**src/hw/core_defines.svh**
```systemverilog
`ifndef CORE_DEFINES_SVH
`define CORE_DEFINES_SVH

// ------------------------------
// core sizing
// ------------------------------

// datapath width.
`define CORE_XLEN 32

// architectural registers, x0 included.
`define CORE_NREG 32

// bits of a register address.
`define CORE_RADDR 5

// scoreboard tag width.
// a wider tag allows more writes in flight to one register.
`define CORE_TAG_BITS 3

`endif

```
**src/hw/core_pkg.sv**
```systemverilog
`include "core_defines.svh"

package core_pkg;

    typedef enum logic [3:0] {
        OP_NOP,
        OP_ADD,
        OP_SUB,
        OP_AND,
        OP_OR,
        OP_XOR,
        OP_SLT,
        OP_SLL,
        OP_SRL
    } alu_op_e;

    // one decoded instruction on its way down the pipe.
    typedef struct packed {
        logic                      valid;
        alu_op_e                   op;
        logic [`CORE_RADDR-1:0]    rs1;
        logic                      rs1_en;
        logic [`CORE_RADDR-1:0]    rs2;
        logic                      rs2_en;
        logic [`CORE_RADDR-1:0]    rd;
        logic                      rd_en;
        logic [`CORE_XLEN-1:0]     imm;
        logic                      use_imm;
        logic [`CORE_TAG_BITS-1:0] tag;
        logic [`CORE_XLEN-1:0]     operand_a;
        logic [`CORE_XLEN-1:0]     operand_b;
    } uop_t;

    // result returning to the register file.
    typedef struct packed {
        logic                      valid;
        logic [`CORE_RADDR-1:0]    rd;
        logic [`CORE_TAG_BITS-1:0] tag;
        logic [`CORE_XLEN-1:0]     data;
    } wb_t;

endpackage

```
**src/hw/stage_reg.sv**
```systemverilog
`timescale 1ns/1ns

module stage_reg #(
    parameter type payload_t = logic
) (
    input  logic     clk_i,
    input  logic     rstn_i,
    input  logic     hold_i,
    input  payload_t d_i,
    input  logic     d_valid_i,
    output payload_t q_o,
    output logic     q_valid_o
);

    // valid follows the load enable and is the only reset bit.
    always_ff @(posedge clk_i) begin
        if (!rstn_i) begin
            q_valid_o <= 1'b0;
        end else if (!hold_i) begin
            q_valid_o <= d_valid_i;
        end
    end

    always_ff @(posedge clk_i) begin
        if (!hold_i) begin
            q_o <= d_i;
        end
    end

endmodule

```
**src/hw/decode_stage.sv**
```systemverilog
`timescale 1ns/1ns

module decode_stage (
    input  logic              clk_i,
    input  logic              rstn_i,
    input  logic [31:0]       instr_i,
    input  logic              instr_req_i,
    output logic              instr_ack_o,
    input  logic              hold_i,
    output core_pkg::uop_t    uop_o,
    output logic              illegal_o
);

    import core_pkg::*;

    localparam logic [6:0] OPC_REG = 7'b0110011;
    localparam logic [6:0] OPC_IMM = 7'b0010011;

    logic accept;
    logic legal;
    uop_t dec;
    uop_t dec_q;
    logic dec_valid_q;

    // ------------------------------
    // four-phase port
    // ------------------------------

    // take a word only on a fresh req and when the next stage can move.
    assign accept = instr_req_i && !instr_ack_o && !hold_i;

    always_ff @(posedge clk_i) begin
        if (!rstn_i) begin
            instr_ack_o <= 1'b0;
            illegal_o   <= 1'b0;
        end else begin
            if (accept) begin
                instr_ack_o <= 1'b1;
            end else if (!instr_req_i) begin
                instr_ack_o <= 1'b0;
            end
            illegal_o <= accept && !legal;
        end
    end

    // ------------------------------
    // decoder
    // ------------------------------

    always_comb begin
        dec         = '0;
        legal       = 1'b0;
        dec.op      = OP_NOP;
        dec.rs1     = instr_i[19:15];
        dec.rs2     = instr_i[24:20];
        dec.rd      = instr_i[11:7];
        dec.imm     = {{20{instr_i[31]}}, instr_i[31:20]};
        case (instr_i[6:0])
            OPC_REG: begin
                legal      = 1'b1;
                dec.rs1_en = 1'b1;
                dec.rs2_en = 1'b1;
                case ({instr_i[31:25], instr_i[14:12]})
                    10'b0000000_000: dec.op = OP_ADD;
                    10'b0100000_000: dec.op = OP_SUB;
                    10'b0000000_001: dec.op = OP_SLL;
                    10'b0000000_010: dec.op = OP_SLT;
                    10'b0000000_100: dec.op = OP_XOR;
                    10'b0000000_101: dec.op = OP_SRL;
                    10'b0000000_110: dec.op = OP_OR;
                    10'b0000000_111: dec.op = OP_AND;
                    default:         legal  = 1'b0;
                endcase
            end
            OPC_IMM: begin
                // only ADDI in the immediate group.
                if (instr_i[14:12] == 3'b000) begin
                    legal       = 1'b1;
                    dec.op      = OP_ADD;
                    dec.rs1_en  = 1'b1;
                    dec.use_imm = 1'b1;
                end
            end
            default: legal = 1'b0;
        endcase
        // writes to x0 are dropped here.
        dec.rd_en = legal && (dec.rd != '0);
        dec.valid = legal;
    end

    stage_reg #(
        .payload_t (uop_t)
    ) u_dec_reg (
        .clk_i     (clk_i),
        .rstn_i    (rstn_i),
        .hold_i    (hold_i),
        .d_i       (dec),
        .d_valid_i (accept && legal),
        .q_o       (dec_q),
        .q_valid_o (dec_valid_q)
    );

    always_comb begin
        uop_o       = dec_q;
        uop_o.valid = dec_valid_q;
    end

endmodule

```
**src/hw/reg_file.sv**
```systemverilog
`timescale 1ns/1ns

`include "core_defines.svh"

module reg_file (
    input  logic                      clk_i,
    input  logic                      rstn_i,
    input  logic [`CORE_RADDR-1:0]    rd_addr1_i,
    input  logic [`CORE_RADDR-1:0]    rd_addr2_i,
    output logic [`CORE_XLEN-1:0]     rd_data1_o,
    output logic [`CORE_XLEN-1:0]     rd_data2_o,
    output logic                      rd_ready1_o,
    output logic                      rd_ready2_o,
    input  core_pkg::wb_t             wb_i,
    input  logic                      alloc_en_i,
    input  logic [`CORE_RADDR-1:0]    alloc_addr_i,
    input  logic [`CORE_TAG_BITS-1:0] alloc_tag_i
);

    logic [`CORE_XLEN-1:0]     regs_q [`CORE_NREG];
    logic [`CORE_TAG_BITS-1:0] tag_q [`CORE_NREG];
    logic [`CORE_NREG-1:0]     pending_q;

    // a writeback for this register in the current cycle.
    function automatic logic wb_hit(input logic [`CORE_RADDR-1:0] addr);
        return wb_i.valid && (wb_i.rd == addr);
    endfunction

    function automatic logic port_ready(input logic [`CORE_RADDR-1:0] addr);
        return (addr == '0) || !pending_q[addr] ||
               (wb_hit(addr) && (wb_i.tag == tag_q[addr]));
    endfunction

    function automatic logic [`CORE_XLEN-1:0] port_data(input logic [`CORE_RADDR-1:0] addr);
        if (addr == '0) begin
            return '0;
        end
        return wb_hit(addr) ? wb_i.data : regs_q[addr];
    endfunction

    always_comb begin
        rd_ready1_o = port_ready(rd_addr1_i);
        rd_ready2_o = port_ready(rd_addr2_i);
        rd_data1_o  = port_data(rd_addr1_i);
        rd_data2_o  = port_data(rd_addr2_i);
    end

    always_ff @(posedge clk_i) begin
        if (wb_i.valid && (wb_i.rd != '0)) begin
            regs_q[wb_i.rd] <= wb_i.data;
        end
        if (alloc_en_i) begin
            tag_q[alloc_addr_i] <= alloc_tag_i;
        end
    end

    // a new allocation wins over a release in the same cycle.
    always_ff @(posedge clk_i) begin
        if (!rstn_i) begin
            pending_q <= '0;
        end else begin
            if (wb_i.valid && (wb_i.tag == tag_q[wb_i.rd])) begin
                pending_q[wb_i.rd] <= 1'b0;
            end
            if (alloc_en_i && (alloc_addr_i != '0)) begin
                pending_q[alloc_addr_i] <= 1'b1;
            end
        end
    end

endmodule

```
**src/hw/reg_read_stage.sv**
```systemverilog
`timescale 1ns/1ns

`include "core_defines.svh"

module reg_read_stage (
    input  logic                      clk_i,
    input  logic                      rstn_i,
    input  core_pkg::uop_t            uop_i,
    input  logic                      uop_valid_i,
    input  logic                      hold_i,
    output logic                      stall_o,
    output core_pkg::uop_t            uop_o,
    output logic [`CORE_RADDR-1:0]    rd_addr1_o,
    output logic [`CORE_RADDR-1:0]    rd_addr2_o,
    input  logic [`CORE_XLEN-1:0]     rd_data1_i,
    input  logic [`CORE_XLEN-1:0]     rd_data2_i,
    input  logic                      rd_ready1_i,
    input  logic                      rd_ready2_i,
    output logic                      alloc_en_o,
    output logic [`CORE_RADDR-1:0]    alloc_addr_o,
    output logic [`CORE_TAG_BITS-1:0] alloc_tag_o
);

    import core_pkg::*;

    logic                      src_wait;
    logic [`CORE_TAG_BITS-1:0] tag_q;
    logic [`CORE_TAG_BITS-1:0] tag_n;
    uop_t                      uop_n;

    assign rd_addr1_o = uop_i.rs1;
    assign rd_addr2_o = uop_i.rs2;

    // wait while a source in use still has a write outstanding.
    assign src_wait = uop_valid_i &&
                      ((uop_i.rs1_en && !rd_ready1_i) || (uop_i.rs2_en && !rd_ready2_i));
    assign stall_o  = src_wait || hold_i;

    assign tag_n        = tag_q + 1'b1;
    assign alloc_en_o   = uop_valid_i && !stall_o && uop_i.rd_en;
    assign alloc_addr_o = uop_i.rd;
    assign alloc_tag_o  = tag_n;

    always_comb begin
        uop_n           = uop_i;
        uop_n.valid     = uop_valid_i && !src_wait;
        uop_n.operand_a = rd_data1_i;
        uop_n.operand_b = uop_i.use_imm ? uop_i.imm : rd_data2_i;
        uop_n.tag       = tag_n;
    end

    always_ff @(posedge clk_i) begin
        if (!hold_i) begin
            uop_o <= uop_n;
        end
        if (!rstn_i) begin
            uop_o.valid <= 1'b0;
            tag_q       <= '0;
        end else if (alloc_en_o) begin
            tag_q <= tag_n;
        end
    end

endmodule

```
**src/hw/execute_stage.sv**
```systemverilog
`timescale 1ns/1ns

`include "core_defines.svh"

module execute_stage (
    input  logic           clk_i,
    input  logic           rstn_i,
    input  core_pkg::uop_t uop_i,
    output logic           busy_o,
    output core_pkg::wb_t  wb_o
);

    import core_pkg::*;

    localparam int SHAMT_W = $clog2(`CORE_XLEN);

    logic                  is_shift;
    logic [SHAMT_W-1:0]    shamt;
    logic                  running_q;
    logic [SHAMT_W-1:0]    cnt_q;
    logic [`CORE_XLEN-1:0] sh_q;
    logic [`CORE_XLEN-1:0] sh_src;
    logic [`CORE_XLEN-1:0] sh_step;
    logic [`CORE_XLEN-1:0] result;

    // ------------------------------
    // bit-serial shifter
    // ------------------------------

    assign is_shift = uop_i.valid && ((uop_i.op == OP_SLL) || (uop_i.op == OP_SRL));
    assign shamt    = uop_i.operand_b[SHAMT_W-1:0];
    assign sh_src   = running_q ? sh_q : uop_i.operand_a;
    assign sh_step  = (uop_i.op == OP_SLL) ? (sh_src << 1) : (sh_src >> 1);

    // one bit per cycle, the uop stays at the input until the last bit.
    assign busy_o = is_shift && (running_q ? (cnt_q != '0) : (shamt != '0));

    always_ff @(posedge clk_i) begin
        if (!rstn_i) begin
            running_q <= 1'b0;
        end else begin
            running_q <= busy_o;
        end
    end

    always_ff @(posedge clk_i) begin
        if (busy_o) begin
            sh_q  <= sh_step;
            cnt_q <= running_q ? cnt_q - 1'b1 : shamt - 1'b1;
        end
    end

    always_comb begin
        case (uop_i.op)
            OP_ADD:  result = uop_i.operand_a + uop_i.operand_b;
            OP_SUB:  result = uop_i.operand_a - uop_i.operand_b;
            OP_AND:  result = uop_i.operand_a & uop_i.operand_b;
            OP_OR:   result = uop_i.operand_a | uop_i.operand_b;
            OP_XOR:  result = uop_i.operand_a ^ uop_i.operand_b;
            OP_SLT:  result = {{(`CORE_XLEN-1){1'b0}},
                               $signed(uop_i.operand_a) < $signed(uop_i.operand_b)};
            OP_SLL,
            OP_SRL:  result = sh_src;
            default: result = '0;
        endcase
    end

    // ------------------------------
    // writeback register
    // ------------------------------

    always_ff @(posedge clk_i) begin
        wb_o.rd   <= uop_i.rd;
        wb_o.tag  <= uop_i.tag;
        wb_o.data <= result;
        if (!rstn_i) begin
            wb_o.valid <= 1'b0;
        end else begin
            wb_o.valid <= uop_i.valid && uop_i.rd_en && !busy_o;
        end
    end

endmodule

```
**src/hw/core_pipe_top.sv**
```systemverilog
`timescale 1ns/1ns

`include "core_defines.svh"

module core_pipe_top (
    input  logic                   clk_i,
    input  logic                   rstn_i,
    input  logic [31:0]            instr_i,
    input  logic                   instr_req_i,
    output logic                   instr_ack_o,
    output logic                   illegal_o,
    output logic                   wb_valid_o,
    output logic [`CORE_RADDR-1:0] wb_rd_o,
    output logic [`CORE_XLEN-1:0]  wb_data_o
);

    import core_pkg::*;

    uop_t                      dec_uop;
    uop_t                      rr_uop;
    wb_t                       wb;
    logic                      rr_stall;
    logic                      ex_busy;
    logic [`CORE_RADDR-1:0]    rf_addr1;
    logic [`CORE_RADDR-1:0]    rf_addr2;
    logic [`CORE_XLEN-1:0]     rf_data1;
    logic [`CORE_XLEN-1:0]     rf_data2;
    logic                      rf_ready1;
    logic                      rf_ready2;
    logic                      alloc_en;
    logic [`CORE_RADDR-1:0]    alloc_addr;
    logic [`CORE_TAG_BITS-1:0] alloc_tag;

    decode_stage u_decode_stage (
        .clk_i       (clk_i),
        .rstn_i      (rstn_i),
        .instr_i     (instr_i),
        .instr_req_i (instr_req_i),
        .instr_ack_o (instr_ack_o),
        .hold_i      (rr_stall),
        .uop_o       (dec_uop),
        .illegal_o   (illegal_o)
    );

    reg_read_stage u_reg_read_stage (
        .clk_i        (clk_i),
        .rstn_i       (rstn_i),
        .uop_i        (dec_uop),
        .uop_valid_i  (dec_uop.valid),
        .hold_i       (ex_busy),
        .stall_o      (rr_stall),
        .uop_o        (rr_uop),
        .rd_addr1_o   (rf_addr1),
        .rd_addr2_o   (rf_addr2),
        .rd_data1_i   (rf_data1),
        .rd_data2_i   (rf_data2),
        .rd_ready1_i  (rf_ready1),
        .rd_ready2_i  (rf_ready2),
        .alloc_en_o   (alloc_en),
        .alloc_addr_o (alloc_addr),
        .alloc_tag_o  (alloc_tag)
    );

    reg_file u_reg_file (
        .clk_i        (clk_i),
        .rstn_i       (rstn_i),
        .rd_addr1_i   (rf_addr1),
        .rd_addr2_i   (rf_addr2),
        .rd_data1_o   (rf_data1),
        .rd_data2_o   (rf_data2),
        .rd_ready1_o  (rf_ready1),
        .rd_ready2_o  (rf_ready2),
        .wb_i         (wb),
        .alloc_en_i   (alloc_en),
        .alloc_addr_i (alloc_addr),
        .alloc_tag_i  (alloc_tag)
    );

    execute_stage u_execute_stage (
        .clk_i  (clk_i),
        .rstn_i (rstn_i),
        .uop_i  (rr_uop),
        .busy_o (ex_busy),
        .wb_o   (wb)
    );

    assign wb_valid_o = wb.valid;
    assign wb_rd_o    = wb.rd;
    assign wb_data_o  = wb.data;

endmodule

```
**config.mk**
```make
export PLATFORM = sky130hd
export DESIGN_NAME = core_pipe_top
export DESIGN_NICKNAME = d
export VERILOG_FILES = /design/src/hw/core_pkg.sv /design/src/hw/stage_reg.sv /design/src/hw/decode_stage.sv /design/src/hw/reg_file.sv /design/src/hw/reg_read_stage.sv /design/src/hw/execute_stage.sv /design/src/hw/core_pipe_top.sv
export VERILOG_INCLUDE_DIRS = /design/src /design/src/hw
export SDC_FILE = /design/constraint.sdc
export NUM_CORES = 2
export LEC_CHECK = 0
export BUFFER_PORTS_ARGS = -buffer_cell sky130_fd_sc_hd__buf_2
export CAP_MARGIN = 20
export CORE_MARGIN = 2
export CORE_UTILIZATION = 44
export DETAILED_ROUTE_END_ITERATION = 10
export GPL_TIMING_DRIVEN = 0
export MAX_ROUTING_LAYER = met4
export PLACE_DENSITY = 0.56
export SLEW_MARGIN = 0
export SYNTH_ARGS = -nofsm -noshare
export SYNTH_HDL_FRONTEND = slang
export SYNTH_HIERARCHICAL = 1
export SYNTH_SLANG_ARGS = --single-unit
```
**constraint.sdc**
```tcl
create_clock -name clk_i -period 18.1 [get_ports clk_i]
set_input_delay 0.905 -clock clk_i [delete_from_list [all_inputs] [get_ports clk_i]]
set_output_delay 0.905 -clock clk_i [all_outputs]
set_load 0.01 [all_outputs]
```
==> results.py <==
metrics = {
    "clock_network": {
        "cts-root-buf": "clkbuf_16",
        "path_clk_slew_ns": 0.06,
        "clk_latency_worst_skew_pair_ns": 0.80,
        "postCtsResizedCells": 0,
        "cts_sinks": 1370,
        "cts_tree": "done",
        "cts-buffers-inserted": 151,
        "cts.htree.levels": 4,
        "cts_setup_buffers": 0,
        "ctsLongestPathBuffers": 3,
        "cts_hold_repair.buffers": 0,
    },
    "critical_path": {
        "cp-end-kind": "flop",
        "start_kind": "flop",
        "required_ns": 18.82,
        "crit_path_max_fanout": 10,
        "setup.worst_path.class": "reg2reg",
        "path_cells": "buf_4 > buf_2 > clkbuf_1 > buf_2 > buf_2 > nor2_1 > a22oi_1 > o2111ai_1 > o21a_1 > o211ai_1 > xor2_1 > o41ai_1 > buf_2 > nor2b_1 > nor3_2 > or3b_2 > clkbuf_1 > nor2_1 > or4_1 > o221a_1",
        "crit_path_dat_ns": 7.95,
        "critical-path-slowest-cell": "buf_2",
        "critPathMaxStageDelay_ns": 0.77,
        "crit_top_cell": "buf_2",
    },
    "power": {
        "power.leakage_nw": 26.84,
        "power.combinational.fraction": 0.119,
        "pwr_density_cell_mw_per_mm2": 96.89,
        "power.internal_mw": 5.731,
        "seqPwrFrac": 0.482,
        "clockPowerShare": 0.399,
        "switching_share": 0.2567,
        "switching_power_mw": 1.979,
        "power.ir.vdd_worst_mv": 0.07928,
    },
    "sta": {
        "final_hold_viol_count": 0,
        "fin_crit_sh": 0.3993,
        "finalSetupViolations": 0,
        "setup_tns_ns": 0,
        "worst_slew_margin": 0.1728,
        "period_needed_ns": 7.227,
        "grt_setup_unrepaired": "false",
        "finalMaxSlewViolations": 0,
        "worst_slew_pin_slew_ns": 1.241,
        "timing.hold.ws_ns": 0.2952,
        "finClkSkew_ns": 0.02784,
        "max_freq_mhz": 138.4,
    },
    "floorplanning": {
        "io_pins": 75,
        "design.core.area_mm2": 0.1557,
        "die_height_um": 399.1,
        "placement_rows": 145,
        "fp.dieArea_mm2": 0.1593,
        "floorplan.die.width_um": 399.1,
        "start_util": 0.4413,
    },
    "detailed_routing": {
        "drt-pass1-iter-count": 7,
        "route.antenna.remaining_nets": 0,
        "drc": 0,
        "route.final.wire_length_mm": 256.1,
        "routed_via_density": 6.753,
        "avgRoutedWirePerCell_um": 38.79,
        "num_vias": 44580,
        "drtIter0Drc": 6123,
    },
    "finish": {
        "synthToLayoutAreaGrowth_pct": 15.84,
        "layout-drive-gt1-share": 0.2961,
        "num-nets-final": 4552,
        "fill_cells": 12750,
    },
    "place": {
        "io_buffer_count": 74,
        "gpl.final_weighted_congestion": 0.9957,
        "detailedPlacementHpwl_mm": 187.8,
    },
    "yosys": {
        "syn-mean-instance-area_um2": 17.09,
        "yosys_warnings": 6,
        "postSynthCellCount": 4019,
        "mappedNetlistArea_mm2": 0.06870,
    },
    "worst_hold_path": {
        "worstHoldPathType": "in2reg",
    },
    "grt": {
        "grt_pass1_wl_mm": 350.6,
        "via_count_of_the_first_global_routing_pass": 43400,
        "grt_overflow_total": 0,
        "global_route.usage.total": 0.3331,
        "pin_count_of_the_biggest_net_entering_global_routing": 65,
        "antenna_found_initial": 16,
    },
    "outcome": {
        "run_status": "finished clean",
    },
    "flow_run": {
        "drv.max_cap_violation_count": 0,
    },
}
-- cells in the final DEF (no fill, tap or decap), types with 26 or more instances in the layout --
cell type	count
nor2_1	216
o21ai_0	69
nor2_4	31
ha_1	102
o22ai_1	36
buf_2	155
or4_1	37
dfxtp_1	74
o221a_1	30
mux4_2	701
nor2b_1	33
clkinv_1	34
buf_1	52
nand2_1	142
mux2i_1	181
edfxtp_1	1289
o211ai_1	26
mux2_2	35
buf_8	54
nand3_1	32
a21oi_1	109
clkbuf_16	157
a211oi_1	90
inv_1	101
buf_16	41
buf_12	31
conb_1	32
clkbuf_1	184
-- critical path: cells and delay by family (launching register included) --
family / cells / cell delay, ns
DFF: 1 / 0.33
and+or+nand+nor: 6 / 2.24
xor gates and xnor gates: 1 / 0.12
AOI/OAI and AO/OA: 6 / 1.50
buffers and inverters: 7 / 2.95
-- per-stage QoR --
stage | setup slack (ns) | power (mW) | std cells | utilization | cell area (um^2)
final | 10.87 | 7.710 | 6602 | 0.5112 | 79580
after global routing | 10.78 | 7.928 | 6599 | 0.5112 | 79570
after CTS | 11.11 | 7.728 | 6584 | 0.5102 | 79420
after detailed placement | 11.13 | 4.679 | 6308 | 0.4790 | 74560
after global placement | 6.695 | 4.606 | 6182 | 0.4610 | 71760
after floorplan | 11.55 | 4.228 | 4050 | - | 68820
-- flip-flops by register name, indices dropped and copies added, names as in the netlist --
register and flops:
u_reg_file/regs_q 1024, u_reg_file/tag_q 96, u_reg_read_stage/uop_o 78, u_decode_stage/u_dec_reg/q_o 55, u_execute_stage/wb_o 41, u_execute_stage/sh_q 32
u_reg_file/pending_q 32, u_execute_stage/cnt_q 5, u_reg_read_stage/tag_q 3, u_decode_stage/illegal_o 1, u_decode_stage/instr_ack_o 1, u_decode_stage/u_dec_reg/q_valid_o 1
u_execute_stage/running_q 1
-- final timing paths --
check,depth (start not counted),slack (ns),to,from
worst min register to register,0,0.33,u_execute_stage/wb_o[36],u_reg_read_stage/uop_o[102]
worst min-delay path,1,0.30,u_decode_stage/u_dec_reg/q_o[115],instr_i[17]
worst max-delay path,20,10.87,u_reg_file/pending_q[8],u_decode_stage/u_dec_reg/q_o[113]
worst max register to register,20,10.87,u_reg_file/pending_q[8],u_decode_stage/u_dec_reg/q_o[113]
-- layer usage --
metal  share of wire  track usage  up-vias
met2            0.48       0.5161     2653
met5               0            -        -
li1                -            -    17570
met1            0.38       0.4350    23830
met4           0.041       0.1271        0
met3            0.10      0.06878      531
-- power by group through the flow --
stage | sequential [mW] | combinational, mW | clock (mW)
6_report | 3.72 | 0.918 | 3.07
5_1_grt | 3.73 | 0.961 | 3.24
4_1_cts | 3.72 | 0.899 | 3.11
3_5_place_dp | 3.78 | 0.895 | 0
3_3_place_gp | 3.85 | 0.755 | 0
2_1_floorplan | 3.75 | 0.475 | 0
-- cell type report --
| cell class | count | area [um^2] | area share |
|---|---|---|---|
| multi-input cells | 2259 | 26940 | 0.3385 |
| diodes | 8 | 20.02 | 0.0002516 |
| repair buffers | 210 | 3023 | 0.03799 |
| plain buffers | 314 | 1423 | 0.01788 |
| well taps | 2058 | 2575 | 0.03236 |
| inverters | 107 | 404.1 | 0.005078 |
| flip-flops and latches | 1370 | 40340 | 0.5069 |
| clock buffers | 194 | 4078 | 0.05124 |
| clock inverters | 82 | 780.7 | 0.009811 |
Note: power is estimated with default switching activity, not from simulation.
